$ cat src/source/udp_params.svh
// Widths, depths and counts shared by the UDP bridge, included by every file that sizes a port
`ifndef UDP_PARAMS_SVH
`define UDP_PARAMS_SVH

// Stream byte and header
`define UDP_DATA_W 8
`define UDP_HDR_BYTES 8

// Buffering and flow control
`define UDP_FIFO_DEPTH 16
`define UDP_TX_CREDITS 4

// FIFO fill level, wide enough to hold a full FIFO
`define UDP_CNT_W ($clog2(`UDP_FIFO_DEPTH + 1))

// Register bus
`define CSR_ADDR_W 3
`define CSR_DATA_W 32

`endif
$ cat src/source/udp_pkg.sv
// Shared types of the UDP bridge, imported by the modules that pass headers or inbound beats
`include "udp_params.svh"

package udp_pkg;

  typedef struct packed {
    logic [15:0] src_port;
    logic [15:0] dst_port;
    logic [15:0] length;
  } udp_hdr_t;

  // Inbound FIFO entry keeps the frame boundary for the host
  typedef struct packed {
    logic [`UDP_DATA_W-1:0] data;
    logic                   last;
  } rx_beat_t;

  typedef enum logic [`CSR_ADDR_W-1:0] {
    CTRL       = 3'd0,
    SEND_PORTS = 3'd1,
    SEND_LEN   = 3'd2,
    RECV_PORTS = 3'd3,
    RECV_LEN   = 3'd4,
    STATUS     = 3'd5
  } csr_addr_e;

endpackage

$ cat src/source/udp_hdr_if.sv
// UDP header bundle with valid/ready, instantiated once per direction inside the bridge
`timescale 1ns/1ns

interface udp_hdr_if
  import udp_pkg::*;
();

  logic     hdr_valid;
  logic     hdr_ready;
  udp_hdr_t hdr;

  modport src (
    output hdr_valid,
    output hdr,
    input  hdr_ready
  );

  modport dst (
    input  hdr_valid,
    input  hdr,
    output hdr_ready
  );

endinterface

$ cat src/source/udp_bridge_top.sv
// Top level of the UDP bridge, connects the register block, both FIFOs, the framer and the parser
`timescale 1ns/1ns
`include "udp_params.svh"

module udp_bridge_top
  import udp_pkg::*;
(
  input  logic                   i_clk_axi,
  input  logic                   i_rst_axi,
  input  logic                   i_csr_wr,
  input  logic                   i_csr_rd,
  input  logic [`CSR_ADDR_W-1:0] i_csr_addr,
  input  logic [`CSR_DATA_W-1:0] i_csr_wdata,
  output logic [`CSR_DATA_W-1:0] o_csr_rdata,
  input  logic                   i_out_wr,
  input  logic [`UDP_DATA_W-1:0] i_out_data,
  output logic                   o_out_full,
  input  logic                   i_in_rd,
  output logic [`UDP_DATA_W-1:0] o_in_data,
  output logic                   o_in_last,
  output logic                   o_in_empty,
  output logic                   o_tx_valid,
  output logic [`UDP_DATA_W-1:0] o_tx_data,
  output logic                   o_tx_last,
  input  logic                   i_tx_credit,
  input  logic                   i_rx_valid,
  input  logic [`UDP_DATA_W-1:0] i_rx_data,
  input  logic                   i_rx_last,
  output logic                   o_rx_credit,
  output logic                   o_pkt_sent,
  output logic                   o_pkt_recv
);

  udp_hdr_if send_hdr_if ();
  udp_hdr_if recv_hdr_if ();

  logic                   out_pop;
  logic [`UDP_DATA_W-1:0] out_rdata;
  logic                   out_empty;
  logic [`UDP_CNT_W-1:0]  out_count;
  logic                   in_push;
  rx_beat_t               in_wbeat;
  rx_beat_t               in_rbeat;
  logic                   in_full;
  logic [`UDP_CNT_W-1:0]  in_count;
  logic                   tx_done;

  assign o_in_data = in_rbeat.data;
  assign o_in_last = in_rbeat.last;

  eth_csr u_eth_csr (
    .i_clk_axi   (i_clk_axi),
    .i_rst_axi   (i_rst_axi),
    .i_csr_wr    (i_csr_wr),
    .i_csr_rd    (i_csr_rd),
    .i_csr_addr  (i_csr_addr),
    .i_csr_wdata (i_csr_wdata),
    .o_csr_rdata (o_csr_rdata),
    .send_hdr    (send_hdr_if.src),
    .recv_hdr    (recv_hdr_if.dst),
    .i_tx_done   (tx_done),
    .i_in_count  (in_count),
    .i_out_count (out_count),
    .o_pkt_sent  (o_pkt_sent),
    .o_pkt_recv  (o_pkt_recv)
  );

  byte_fifo #(
    .entry_t (logic [`UDP_DATA_W-1:0]),
    .DEPTH   (`UDP_FIFO_DEPTH)
  ) u_outfifo (
    .i_clk_axi (i_clk_axi),
    .i_rst_axi (i_rst_axi),
    .i_push    (i_out_wr),
    .i_wdata   (i_out_data),
    .o_full    (o_out_full),
    .i_pop     (out_pop),
    .o_rdata   (out_rdata),
    .o_empty   (out_empty),
    .o_count   (out_count)
  );

  byte_fifo #(
    .entry_t (rx_beat_t),
    .DEPTH   (`UDP_FIFO_DEPTH)
  ) u_infifo (
    .i_clk_axi (i_clk_axi),
    .i_rst_axi (i_rst_axi),
    .i_push    (in_push),
    .i_wdata   (in_wbeat),
    .o_full    (in_full),
    .i_pop     (i_in_rd),
    .o_rdata   (in_rbeat),
    .o_empty   (o_in_empty),
    .o_count   (in_count)
  );

  udp_tx_framer u_udp_tx_framer (
    .i_clk_axi    (i_clk_axi),
    .i_rst_axi    (i_rst_axi),
    .send_hdr     (send_hdr_if.dst),
    .o_pop        (out_pop),
    .i_pop_data   (out_rdata),
    .i_fifo_empty (out_empty),
    .o_tx_valid   (o_tx_valid),
    .o_tx_data    (o_tx_data),
    .o_tx_last    (o_tx_last),
    .i_tx_credit  (i_tx_credit),
    .o_done       (tx_done)
  );

  udp_rx_parser u_udp_rx_parser (
    .i_clk_axi   (i_clk_axi),
    .i_rst_axi   (i_rst_axi),
    .i_rx_valid  (i_rx_valid),
    .i_rx_data   (i_rx_data),
    .i_rx_last   (i_rx_last),
    .o_push      (in_push),
    .o_push_beat (in_wbeat),
    .i_fifo_full (in_full),
    .i_host_pop  (i_in_rd),
    .o_rx_credit (o_rx_credit),
    .recv_hdr    (recv_hdr_if.src)
  );

endmodule

$ cat src/source/udp_rx_parser.sv
// Splits an incoming UDP datagram into its header and payload beats and returns stream credits
`timescale 1ns/1ns
`include "udp_params.svh"

module udp_rx_parser
  import udp_pkg::*;
(
  input  logic                   i_clk_axi,
  input  logic                   i_rst_axi,
  input  logic                   i_rx_valid,
  input  logic [`UDP_DATA_W-1:0] i_rx_data,
  input  logic                   i_rx_last,
  output logic                   o_push,
  output rx_beat_t               o_push_beat,
  input  logic                   i_fifo_full,
  input  logic                   i_host_pop,
  output logic                   o_rx_credit,
  udp_hdr_if.src                 recv_hdr
);

  localparam int HCNT_W = $clog2(`UDP_HDR_BYTES + 1);
  localparam int HDR_BITS = `UDP_HDR_BYTES * `UDP_DATA_W;
  localparam int OWE_W = $clog2(`UDP_FIFO_DEPTH + 1);
  localparam int SUM_W = OWE_W + 1;
  localparam logic [HCNT_W-1:0] HDR_DONE = HCNT_W'(`UDP_HDR_BYTES);

  logic [HCNT_W-1:0]   hdr_cnt;
  logic [HDR_BITS-1:0] hdr_shift;
  logic                in_hdr;
  logic                hdr_take;
  logic [OWE_W-1:0]    owed;
  logic [SUM_W-1:0]    credit_sum;

  assign in_hdr   = (hdr_cnt != HDR_DONE);
  assign hdr_take = i_rx_valid && in_hdr;

  assign o_push           = i_rx_valid && !in_hdr;
  assign o_push_beat.data = i_rx_data;
  assign o_push_beat.last = i_rx_last;

  // Checksum bytes sit in the low bits and are dropped
  assign recv_hdr.hdr_valid = o_push && i_rx_last;
  assign recv_hdr.hdr       = hdr_shift[HDR_BITS-1 -: $bits(udp_hdr_t)];

  always_ff @(posedge i_clk_axi) begin
    if (i_rst_axi) begin
      hdr_cnt <= '0;
    end else if (hdr_take) begin
      hdr_cnt <= hdr_cnt + 1'b1;
    end else if (recv_hdr.hdr_valid) begin
      hdr_cnt <= '0;
    end
  end

  always_ff @(posedge i_clk_axi) begin
    if (hdr_take) hdr_shift <= {hdr_shift[HDR_BITS-`UDP_DATA_W-1:0], i_rx_data};
  end

  // A header byte and a host pop in one cycle leave a credit owed for later
  assign credit_sum = SUM_W'(owed) + SUM_W'(hdr_take) + SUM_W'(i_host_pop);

  always_ff @(posedge i_clk_axi) begin
    if (i_rst_axi) begin
      o_rx_credit <= 1'b0;
      owed        <= '0;
    end else if (credit_sum != '0) begin
      o_rx_credit <= 1'b1;
      owed        <= OWE_W'(credit_sum - 1'b1);
    end else begin
      o_rx_credit <= 1'b0;
      owed        <= '0;
    end
  end

  a_no_short_hdr: assert property (@(posedge i_clk_axi) disable iff (i_rst_axi)
    hdr_take |-> !i_rx_last);
  a_sender_credits: assert property (@(posedge i_clk_axi) disable iff (i_rst_axi)
    !(o_push && i_fifo_full));

endmodule

$ cat src/source/udp_tx_framer.sv
// Sends the UDP header and then the outbound payload on the credit-controlled output stream
`timescale 1ns/1ns
`include "udp_params.svh"

module udp_tx_framer
  import udp_pkg::*;
(
  input  logic                   i_clk_axi,
  input  logic                   i_rst_axi,
  udp_hdr_if.dst                 send_hdr,
  output logic                   o_pop,
  input  logic [`UDP_DATA_W-1:0] i_pop_data,
  input  logic                   i_fifo_empty,
  output logic                   o_tx_valid,
  output logic [`UDP_DATA_W-1:0] o_tx_data,
  output logic                   o_tx_last,
  input  logic                   i_tx_credit,
  output logic                   o_done
);

  localparam int CRED_W = $clog2(`UDP_TX_CREDITS + 1);
  localparam int IDX_W = $clog2(`UDP_HDR_BYTES);
  localparam logic [IDX_W-1:0] HDR_TOP = IDX_W'(`UDP_HDR_BYTES - 1);

  typedef enum logic [1:0] {ST_IDLE, ST_HDR, ST_PAY} state_e;

  state_e                                         state;
  logic [15:0]                                    byte_cnt;
  logic [CRED_W-1:0]                              credits;
  udp_hdr_t                                       hdr_q;
  logic [`UDP_HDR_BYTES-1:0][`UDP_DATA_W-1:0]     hdr_bytes;
  logic [IDX_W-1:0]                               hdr_idx;
  logic                                           has_credit;

  assign send_hdr.hdr_ready = (state == ST_IDLE);
  assign has_credit = (credits != '0);
  assign hdr_idx = byte_cnt[IDX_W-1:0];
  // Length field covers header plus payload, checksum always zero
  assign hdr_bytes = {hdr_q.src_port, hdr_q.dst_port,
                      hdr_q.length + 16'(`UDP_HDR_BYTES), 16'h0000};

  always_comb begin
    o_tx_valid = 1'b0;
    o_tx_data  = '0;
    o_tx_last  = 1'b0;
    case (state)
      ST_HDR: begin
        o_tx_valid = has_credit;
        o_tx_data  = hdr_bytes[HDR_TOP - hdr_idx];
        o_tx_last  = (hdr_idx == HDR_TOP) && (hdr_q.length == 16'd0);
      end
      ST_PAY: begin
        o_tx_valid = has_credit && !i_fifo_empty;
        o_tx_data  = i_pop_data;
        o_tx_last  = (byte_cnt == hdr_q.length - 16'd1);
      end
      default: ;
    endcase
  end

  assign o_pop  = o_tx_valid && (state == ST_PAY);
  assign o_done = o_tx_valid && o_tx_last;

  always_ff @(posedge i_clk_axi) begin
    if (i_rst_axi) begin
      state    <= ST_IDLE;
      byte_cnt <= '0;
      credits  <= CRED_W'(`UDP_TX_CREDITS);
    end else begin
      credits <= credits - CRED_W'(o_tx_valid) + CRED_W'(i_tx_credit);
      case (state)
        ST_IDLE: begin
          if (send_hdr.hdr_valid) begin
            state    <= ST_HDR;
            byte_cnt <= '0;
          end
        end
        ST_HDR: begin
          if (o_tx_valid) begin
            if (o_tx_last) begin
              state <= ST_IDLE;
            end else if (hdr_idx == HDR_TOP) begin
              state    <= ST_PAY;
              byte_cnt <= '0;
            end else begin
              byte_cnt <= byte_cnt + 16'd1;
            end
          end
        end
        ST_PAY: begin
          if (o_tx_valid) begin
            if (o_tx_last) state <= ST_IDLE;
            byte_cnt <= byte_cnt + 16'd1;
          end
        end
        default: state <= ST_IDLE;
      endcase
    end
  end

  always_ff @(posedge i_clk_axi) begin
    if ((state == ST_IDLE) && send_hdr.hdr_valid) hdr_q <= send_hdr.hdr;
  end

  // Receiver returns no more credits than beats it was sent
  a_credit_bound: assert property (@(posedge i_clk_axi) disable iff (i_rst_axi)
    credits <= CRED_W'(`UDP_TX_CREDITS));

endmodule

$ cat src/source/byte_fifo.sv
// Show-ahead synchronous FIFO, used for both the outbound bytes and the inbound beats
`timescale 1ns/1ns
`include "udp_params.svh"

module byte_fifo #(
  parameter type entry_t = logic [`UDP_DATA_W-1:0],
  parameter int DEPTH = `UDP_FIFO_DEPTH,
  localparam int CNT_W = $clog2(DEPTH + 1)
) (
  input  logic             i_clk_axi,
  input  logic             i_rst_axi,
  input  logic             i_push,
  input  entry_t           i_wdata,
  output logic             o_full,
  input  logic             i_pop,
  output entry_t           o_rdata,
  output logic             o_empty,
  output logic [CNT_W-1:0] o_count
);

  localparam int PTR_W = $clog2(DEPTH);
  localparam logic [PTR_W-1:0] LAST_IDX = PTR_W'(DEPTH - 1);

  entry_t           mem [DEPTH];
  logic [PTR_W-1:0] wr_ptr;
  logic [PTR_W-1:0] rd_ptr;
  logic [CNT_W-1:0] count;

  assign o_full  = (count == CNT_W'(DEPTH));
  assign o_empty = (count == '0);
  assign o_count = count;
  // Head entry is visible before the pop
  assign o_rdata = mem[rd_ptr];

  always_ff @(posedge i_clk_axi) begin
    if (i_push) mem[wr_ptr] <= i_wdata;
  end

  always_ff @(posedge i_clk_axi) begin
    if (i_rst_axi) begin
      wr_ptr <= '0;
      rd_ptr <= '0;
      count  <= '0;
    end else begin
      if (i_push) wr_ptr <= (wr_ptr == LAST_IDX) ? '0 : wr_ptr + 1'b1;
      if (i_pop) rd_ptr <= (rd_ptr == LAST_IDX) ? '0 : rd_ptr + 1'b1;
      case ({i_push, i_pop})
        2'b10:   count <= count + 1'b1;
        2'b01:   count <= count - 1'b1;
        default: count <= count;
      endcase
    end
  end

  a_no_overflow: assert property (@(posedge i_clk_axi) disable iff (i_rst_axi)
    !(i_push && o_full));
  a_no_underflow: assert property (@(posedge i_clk_axi) disable iff (i_rst_axi)
    !(i_pop && o_empty));

endmodule

$ cat src/source/eth_csr.sv
// Register block of the bridge, decodes host reads and writes and raises the interrupts
`timescale 1ns/1ns
`include "udp_params.svh"

module eth_csr
  import udp_pkg::*;
(
  input  logic                   i_clk_axi,
  input  logic                   i_rst_axi,
  input  logic                   i_csr_wr,
  input  logic                   i_csr_rd,
  input  logic [`CSR_ADDR_W-1:0] i_csr_addr,
  input  logic [`CSR_DATA_W-1:0] i_csr_wdata,
  output logic [`CSR_DATA_W-1:0] o_csr_rdata,
  udp_hdr_if.src                 send_hdr,
  udp_hdr_if.dst                 recv_hdr,
  input  logic                   i_tx_done,
  input  logic [`UDP_CNT_W-1:0]  i_in_count,
  input  logic [`UDP_CNT_W-1:0]  i_out_count,
  output logic                   o_pkt_sent,
  output logic                   o_pkt_recv
);

  csr_addr_e              addr;
  logic [15:0]            send_src;
  logic [15:0]            send_dst;
  logic [15:0]            send_len;
  udp_hdr_t               recv_q;
  logic                   send_pending;
  logic                   irq_sent;
  logic                   irq_recv;
  logic                   send_req;
  logic                   clear_irq;
  logic [`CSR_DATA_W-1:0] rd_mux;

  assign addr      = csr_addr_e'(i_csr_addr);
  assign send_req  = i_csr_wr && (addr == CTRL) && i_csr_wdata[0];
  assign clear_irq = i_csr_wr && (addr == CTRL) && i_csr_wdata[1];

  assign send_hdr.hdr_valid = send_pending;
  assign send_hdr.hdr       = {send_src, send_dst, send_len};
  assign recv_hdr.hdr_ready = 1'b1;

  assign o_pkt_sent = irq_sent;
  assign o_pkt_recv = irq_recv;

  always_ff @(posedge i_clk_axi) begin
    if (i_rst_axi) begin
      send_src <= '0;
      send_dst <= '0;
      send_len <= '0;
    end else if (i_csr_wr) begin
      case (addr)
        SEND_PORTS: begin
          send_src <= i_csr_wdata[15:0];
          send_dst <= i_csr_wdata[31:16];
        end
        SEND_LEN: send_len <= i_csr_wdata[15:0];
        default: ;
      endcase
    end
  end

  // Pending send stays up until the framer takes the header
  always_ff @(posedge i_clk_axi) begin
    if (i_rst_axi) begin
      send_pending <= 1'b0;
      irq_sent     <= 1'b0;
      irq_recv     <= 1'b0;
      recv_q       <= '0;
    end else begin
      if (send_hdr.hdr_ready) send_pending <= 1'b0;
      if (send_req) send_pending <= 1'b1;
      if (clear_irq) begin
        irq_sent <= 1'b0;
        irq_recv <= 1'b0;
      end
      if (i_tx_done) irq_sent <= 1'b1;
      if (recv_hdr.hdr_valid) begin
        irq_recv <= 1'b1;
        recv_q   <= recv_hdr.hdr;
      end
    end
  end

  always_comb begin
    case (addr)
      SEND_PORTS: rd_mux = {send_dst, send_src};
      SEND_LEN:   rd_mux = {16'h0000, send_len};
      RECV_PORTS: rd_mux = {recv_q.dst_port, recv_q.src_port};
      RECV_LEN:   rd_mux = {16'h0000, recv_q.length};
      STATUS:     rd_mux = {8'h00, 8'(i_out_count), 8'(i_in_count), 6'b0, irq_sent, irq_recv};
      default:    rd_mux = '0;
    endcase
  end

  always_ff @(posedge i_clk_axi) begin
    if (i_rst_axi) begin
      o_csr_rdata <= '0;
    end else if (i_csr_rd) begin
      o_csr_rdata <= rd_mux;
    end
  end

  // Host waits for the previous send to be taken before requesting another
  a_no_send_overlap: assert property (@(posedge i_clk_axi) disable iff (i_rst_axi)
    !(send_req && send_pending));

endmodule

$ cat config.mk
export PLATFORM = sky130hd
export DESIGN_NAME = udp_bridge_top
export DESIGN_NICKNAME = d
export VERILOG_FILES = /design/src/source/udp_pkg.sv /design/src/source/udp_hdr_if.sv /design/src/source/udp_bridge_top.sv /design/src/source/udp_rx_parser.sv /design/src/source/udp_tx_framer.sv /design/src/source/byte_fifo.sv /design/src/source/eth_csr.sv
export VERILOG_INCLUDE_DIRS = /design/src /design/src/source
export SDC_FILE = /design/constraint.sdc
export NUM_CORES = 1
export LEC_CHECK = 0
export BUFFER_PORTS_ARGS = -buffer_cell sky130_fd_sc_hd__buf_4
export CORE_MARGIN = 4
export CORE_UTILIZATION = 55
export DETAILED_ROUTE_END_ITERATION = 8
export PLACE_DENSITY = 0.81
export SETUP_SLACK_MARGIN = 0.02
export SKIP_CTS_REPAIR_TIMING = 1
export SKIP_LAST_GASP = 1
export SYNTH_ARGS = -nofsm -noshare
export SYNTH_HDL_FRONTEND = slang
export SYNTH_SLANG_ARGS = --single-unit
export TNS_END_PERCENT = 20
$ cat constraint.sdc
create_clock -name i_clk_axi -period 3.5 [get_ports i_clk_axi]
set_clock_uncertainty 0.1 [all_clocks]
set_input_delay 0.35 -clock i_clk_axi [delete_from_list [all_inputs] [get_ports i_clk_axi]]
set_output_delay 0.35 -clock i_clk_axi [all_outputs]
set_load 0.03 [all_outputs]
# Word-level counts from Yosys, hierarchy flattened
# Memories as Yosys holds them, arrays and structs flattened. A register that Yosys moved wholly into a read port is not among the register bits.
# Cells that the tools add are included.
[word_totals] ramBits=272 ff_bits=300 out_inout_bits=56 in_bits=60 memories=2
[memory_table] name="u_infifo.mem" words=16 word_bits=9 read_ports=1 rd_clocked_by_memory_dff=1 wr=1 line_no="byte_fifo.sv:24" source="entry_t mem [DEPTH];"
[memory_table] name="u_outfifo.mem" words=16 word_bits=8 read_ports=1 rd_clocked_by_memory_dff=1 wr=1 line_no="byte_fifo.sv:24"
[op_classes] n_eq_ne=25 add_sub_neg=18 n_lt_le_gt_ge=1 bitwise_logic=1 n_mux=41 n_reduce_logical=32
[op_table] op="$pmux 32 s5" count=1
[op_table] op="$mux 16" count=5
[op_table] op="$pmux 16 s3" count=1
[op_table] op="$mux 4" count=10
[op_table] op="$bmux 8 s3" count=1
[op_table] op="$add 4x1->4 const B" count=5
[op_table] op="$pmux 5 s2" count=2
[op_table] op="$add 16x1->16 const B" count=1
[op_table] op="$add 16x4->16 const B" count=1
[op_table] op="$eq 16x16->1" count=1
[op_table] op="$eq 4x4->1 const B" count=4
[op_table] op="$logic_not 16->1" count=1
[op_table] op="$pmux 8 s2" count=1
[op_table] op="$sub 16x1->16 const B" count=1
[op_table] op="$sub 5x1->5 const B" count=3
[op_table] op="$mux 2" count=6
[op_table] op="$reduce_bool 2->1" count=6
[op_table] op="$logic_and 1x1->1" count=11
[op_table] op="$add 5x1->5 const B" count=2
[op_table] op="$logic_not 5->1" count=2
[op_table] op="$mux 1" count=10
[op_table] op="$reduce_and 5->1" count=2
[op_table] op="$eq 3x3->1 const B" count=3
[op_table] op="$mux 8" count=1
[op_table] op="25 further kinds" count=37

# Logic depth before layout (Yosys ltp)
[logic_depth] word_depth=7 mapped_depth=16 depth_no_buf=14

# By module
# Synthesis repeated with hierarchy kept, for this count alone.
[unflattened] hier_cells=1844 hier_area_um2=25040.3
[modules_own_cells] module="byte_fifo at u_infifo" n_inst=1 area_per_inst_um2=6480.0 cells_each=343
[modules_own_cells] module="byte_fifo at u_outfifo" n_inst=1 area_per_inst_um2=5881.9 cells_each=319
[modules_own_cells] module="eth_csr" n_inst=1 area_per_inst_um2=5449.0 cells_each=586
[modules_own_cells] module="udp_tx_framer" n_inst=1 area_per_inst_um2=4282.9 cells_each=405
[modules_own_cells] module="udp_rx_parser" n_inst=1 area_per_inst_um2=2946.6 cells_each=191

# Worst setup path before layout
# OpenSTA, ideal clock, no wires.
[synth_timing] kind="reg2reg" startpoint="register u_udp_tx_framer.state[1]" endpoint="register u_outfifo.count[4], in the netlist u_outfifo.o_count[4]" setup_slack_ns=-0.429 path_stages_with_launch=17 t_arrival_ns=3.758 n_path_buf=2 setup_time_ns=0.070 cell_sequence="dfxtp_1 -> inv_1 -> ha_1 -> clkbuf_1 -> nor2_1 -> a211oi_1 -> and2_1 -> clkbuf_1 -> ha_1 -> inv_1 -> fa_1 -> inv_1 -> a21o_1 -> a21oi_1 -> xnor2_1 -> or3_1 -> a21oi_1"
[synth_via] elab_chain_cells=5 word_cells_on_any_way=8 cone_classes="4 x eq/ne; 2 x mux; 2 x reduce/logical"
[synth_lines] element="start, declared" line_no="udp_tx_framer.sv:27" source="state_e state;"
[synth_lines] element="start signal, assigned" line_no="udp_tx_framer.sv:66" source="state <= ST_IDLE;"
[synth_lines] element="start signal, assigned" line_no="udp_tx_framer.sv:74" source="state <= ST_HDR;"
[synth_lines] element="start signal, assigned" line_no="udp_tx_framer.sv:81" source="state <= ST_IDLE;"
[synth_lines] element="$eq 2x2->1 or $eq 2x1->1 (tied branches)" line_no="udp_tx_framer.sv:46" source="case (state)"
[synth_lines] element="$pmux 1 s2 (*)" line_no="udp_tx_framer.sv:46"
[synth_lines] element="net o_tx_valid" line_no="udp_bridge_top.sv:22" source="output logic o_tx_valid,"
[synth_lines] element="$logic_and 1x1->1 (*)" line_no="udp_tx_framer.sv:61" source="assign o_pop = o_tx_valid && (state == ST_PAY);"
[synth_lines] element="net out_pop" line_no="udp_bridge_top.sv:37" source="logic out_pop;"
[synth_lines] element="$eq 2x1->1 or $eq 2x2->1 (tied branches)" line_no="byte_fifo.sv:47" source="case ({i_push, i_pop})"
[synth_lines] element="$pmux 5 s2 or $reduce_bool 2->1 (tied branches)"
[synth_lines] element="end signal, assigned" line_no="byte_fifo.sv:48" source="2'b10: count <= count + 1'b1;"
[synth_lines] element="end signal, assigned" line_no="byte_fifo.sv:49" source="2'b01: count <= count - 1'b1;"
[synth_lines] element="end signal, assigned" line_no="byte_fifo.sv:50" source="default: count <= count;"
[synth_lines] element="end, declared" line_no="byte_fifo.sv:27" source="logic [CNT_W-1:0] count;"
# The timed path passes the listed nets; every way through them passes the cells marked *.
# A chain may end at the register's enable or synchronous reset.

# Final worst setup path
[layout_timing] startpoint="register u_udp_tx_framer.hdr_q[3] in the netlist's numbering" endpoint="output o_tx_last"
[layout_via] elab_chain_cells=3 word_cells_on_any_way=5 cone_classes="1 x add/sub; 1 x eq/ne; 1 x mux; 2 x reduce/logical"
[layout_lines] element="start, declared" line_no="udp_tx_framer.sv:30" source="udp_hdr_t hdr_q;"
[layout_lines] element="start signal, assigned" line_no="udp_tx_framer.sv:102" source="if ((state == ST_IDLE) && send_hdr.hdr_valid) hdr_q <= send_hdr.hdr;"
[layout_lines] element="$sub 16x1->16 or $logic_not 16->1 (tied branches)" line_no="udp_tx_framer.sv:55, udp_tx_framer.sv:50"
[layout_lines] element="$eq 16x16->1 or $logic_and 1x1->1 (tied branches)" line_no="udp_tx_framer.sv:55, udp_tx_framer.sv:50"
[layout_lines] element="$pmux 1 s2 (*)" line_no="udp_tx_framer.sv:46"
[layout_lines] element="end, declared" line_no="udp_bridge_top.sv:24" source="output logic o_tx_last,"
# Mark *: on every way between the ends. The rest lies on a longest branch, timed or not.

==> impl_metrics.csv <==
group,metric,value,unit
status,outcome,"complete, but fails checks",
status,violations,"negative setup slack",
setup_path,critPathLaunchType,"flop",
placed_design,dp_slack,-0.149,ns
timing,fin_crit,4.08,ns
drt,drt-initial-drc-count,1778,
placed_design,gp_congestion,0.913,
timing,slew_viol_final,0,
setup_path,required,3.05,ns
synth,synthMuxAreaShare,0.109,
power,vdd_drop_max,0.462,mV
power,p_sw,3.31,mW
power,power,15.1,mW
setup_path,path_max_fanout,3,
setup_path,worstReg2RegEnd,"u_udp_tx_framer.byte_cnt[13]$_SDFFE_PP0P_",
power,leakage,9.47,nW
clocking,cts.sinks,580,
timing,timing.hold.ws,0.0177,ns
setup_path,rr_startpoint,"u_udp_tx_framer.hdr_q[3]$_DFFE_PP_",
power,power_frac_seq,0.500,
die,coreArea,42200,um^2
power,powerDensity,544,nW/um^2
die,die_y,215,um
drt,antenna_left,0,
global_routing,grt_overflow,0,
die,ios,116,
drt,routedWlPerCell,23.2,um
synth,yosys.area_share.adder,0.0214,
drt,dr.pass1.iters,6,
timing,setup_slack,-0.582,ns
finish,diodes,0,
setup_path,rrSetupSlack,-0.36,ns
finish,fin_nets,2034,
setup_path,arrival,3.63,ns
synth,ys_warn_count,0,
die,start_util,0.560,
synth,synthCells,1778,
worst_hold_path,min_from,"i_rx_data[3]",
timing,finalHoldViolations,0,
drt,drt_wl_total,58400,um
drt,dr_total_vias,15300,
setup_path,reg2reg_depth,14,
synth,synth-edff-count,384,
synth,synth_compound_area_frac,0.0749,
timing,tightestPinTransition,1.14,ns
worst_hold_path,min_path_cells,1,
synth,yosys.area_share.simple,0.0966,
synth,yosysSeqAreaShare,0.654,
synth,synth_seq_cells,580,
worst_hold_path,hold_end,"u_udp_rx_parser.hdr_shift[3]$_DFFE_PP_",
synth,synth-main-ff-cell,"edfxtp_1",
placed_design,place_hpwl,37200,um
placed_design,port_buffers,115,
synth,syn-cell-area,23600,um^2
power,p_clk_frac,0.430,
global_routing,antenna_found_initial,1,
clocking,clk_pin_slew,0.07,ns
synth,syn_avg_cell_area,13.3,um^2
clocking,cts_buffer_depth,3,
worst_hold_path,hold_path_class,"in -> reg",
timing,max_freq,245,MHz
global_routing,grtUsageTotal,0.238,
drt,drc,0,
drt,vias_per_cell,6.07,
global_routing,grt_pass1_wl,86600,um
clocking,cts_tree,"done",
die,num_rows,75,
finish,drive_gt1_frac,0.196,
die,dieArea,46300,um^2
timing,rsz0062_at_grt,"true",
timing,setup_viol,20,
power,p_sw_frac,0.220,
synth,synth_top_family_by_area,"multiplexers",
clocking,h-tree-depth,2,
clocking,cts_buffers,56,
power,p_comb_frac,0.070,
job,cap_viol_max_count,0,
setup_path,crit_type,"reg -> out",
global_routing,grt_max_degree,184,
synth,async_flop_share,0,
setup_path,end_kind,"output pin",
timing,fin_crit_sh,1.17,
clocking,cts_root_buf,"clkbuf_16",
synth,synth.distinct_cells,60,
power,power.internal,11.8,mW
finish,postLayoutCoreUtil,0.657,
finish,final_cell_mix,"edfxtp_1 (384), nand2_1 (243), dfxtp_1 (193)",
synth,synth_fp_nets,1876,
timing,timing.slew.headroom,0.239,
synth,synth-xor-area-share,0.0182,
clocking,clk_latency,0.60,ns
finish,mostFrequentLayoutCell,"edfxtp_1",
global_routing,grt_pass1_vias,15000,
die,die_w,215,um
finish,area_growth_syn_to_layout,17.3,%
[flip-flops by register name, summed over array words and instances (netlist names), 5 cells and up, named ones only]
register,flops
u_eth_csr.recv_q,48
u_udp_rx_parser.hdr_shift,64
u_eth_csr.send_dst,16
u_eth_csr.send_len,16
u_udp_tx_framer.hdr_bytes,32
u_infifo.o_count,5
u_udp_rx_parser.owed,5
u_eth_csr.send_src,16
u_udp_tx_framer.byte_cnt,16
u_outfifo.mem,128
u_eth_csr.o_csr_rdata,32
u_outfifo.o_count,5
u_infifo.mem,144
u_udp_tx_framer.hdr_q,16
[final cells by class]
cell class / instances / area, um^2
Sequential cell: 580 / 15500
Tap cell: 539 / 674
Clock inverter: 40 / 504
Multi-Input combinational cell: 1040 / 7670
Fill cell: 2841 / 14500
Clock buffer: 64 / 1470
Timing Repair Buffer: 212 / 1760
Inverter: 46 / 176
[layer usage]
metal	vias to the layer above	part of all wire	global-route usage
li1	6860	-	-
met1	7637	0.39	0.321
met2	667	0.50	0.399
met3	145	0.074	0.0398
met4	2	0.036	0.0803
met5	-	0.00022	0
[worst max-delay path by stage]
stage,from,to,slack (ns),cells past startpoint
after detailed placement,u_udp_tx_framer.hdr_q[3]$_DFFE_PP_,u_udp_tx_framer.state[1]$_SDFFE_PP0P_,-0.15,12
final,u_udp_tx_framer.hdr_q[3]$_DFFE_PP_,o_tx_last,-0.58,10
after global routing,u_udp_tx_framer.hdr_q[3]$_DFFE_PP_,o_tx_last,-0.73,10
after floorplan,u_udp_tx_framer.hdr_q[3]$_DFFE_PP_,u_udp_tx_framer.byte_cnt[1]$_SDFFE_PP0P_,-0.10,14
after CTS,u_udp_tx_framer.hdr_q[3]$_DFFE_PP_,o_tx_last,-0.62,9
after global placement,u_udp_tx_framer.hdr_q[3]$_DFFE_PP_,u_udp_tx_framer.state[1]$_SDFFE_PP0P_,-0.07,12
[critical path: stages (launching register included)]
cell      delay [ns]
edfxtp_1        0.42
inv_2           0.10
ha_4            0.12
or4b_4          0.46
or4_4           0.51
or4_4           0.43
nand3_2         0.09
nand4b_1        0.10
o41a_1          0.49
nor2_2          0.17
buf_6           0.15
[cell families (layout without fill, tap and decap cells)]
group | after synthesis | in the layout
AO/OA/AOI/OAI | 294 | 294
XOR/XNOR | 49 | 49
adder cells (fa/ha/maj) | 38 | 38
buffers and inverters | 158 | 362
flip-flops | 580 | 580
multiplexers | 142 | 142
AND/OR/NAND/NOR | 517 | 517
[synthesized netlist by cell type (all sizes together), types with 7 or more instances]
library cell    n  area, um^2
a32oi           7        61.3
nor2          129         484
xnor2          25         219
and3           10        62.6
and2           26         163
buf            25         119
nor3           21         105
a21o            8        60.1
o21ai          31         155
mux2i          43         430
nand2         244         916
a21oi         149         746
edfxtp        384       11500
ha             34         425
o211ai          9        67.6
inv            45         169
nand4           8        50.1
nand2b         10        62.6
a22oi          39         293
mux2            8        90.1
nand3          24         120
nor2b           7        43.8
o22ai          23         144
or3            11        68.8
mux4           91        2050
clkbuf         87         328
xor2           24         210
dfxtp         196        3920
[power by group through the flow]
stage	Combinational, mW	Sequential (mW)	Clock (mW)
2_1_floorplan	0.660	7.64	0
3_3_place_gp	0.934	7.67	0
3_5_place_dp	0.972	7.67	0
4_1_cts	0.985	7.53	6.51
5_1_grt	1.15	7.54	6.86
6_report	1.06	7.53	6.48
[through the flow]
| step | instances | area [um^2] | TNS (ns) |
|---|---|---|---|
| floorplan | 1778 | 23700 | -0.445 |
| global placement | 2367 | 25200 | -0.430 |
| detailed placement | 2367 | 25200 | -1.41 |
| CTS | 2471 | 27200 | -2.75 |
| global route | 2521 | 27700 | -9.34 |
| finish | 2521 | 27700 | -5.20 |
Power figures use the tool's default switching activity.
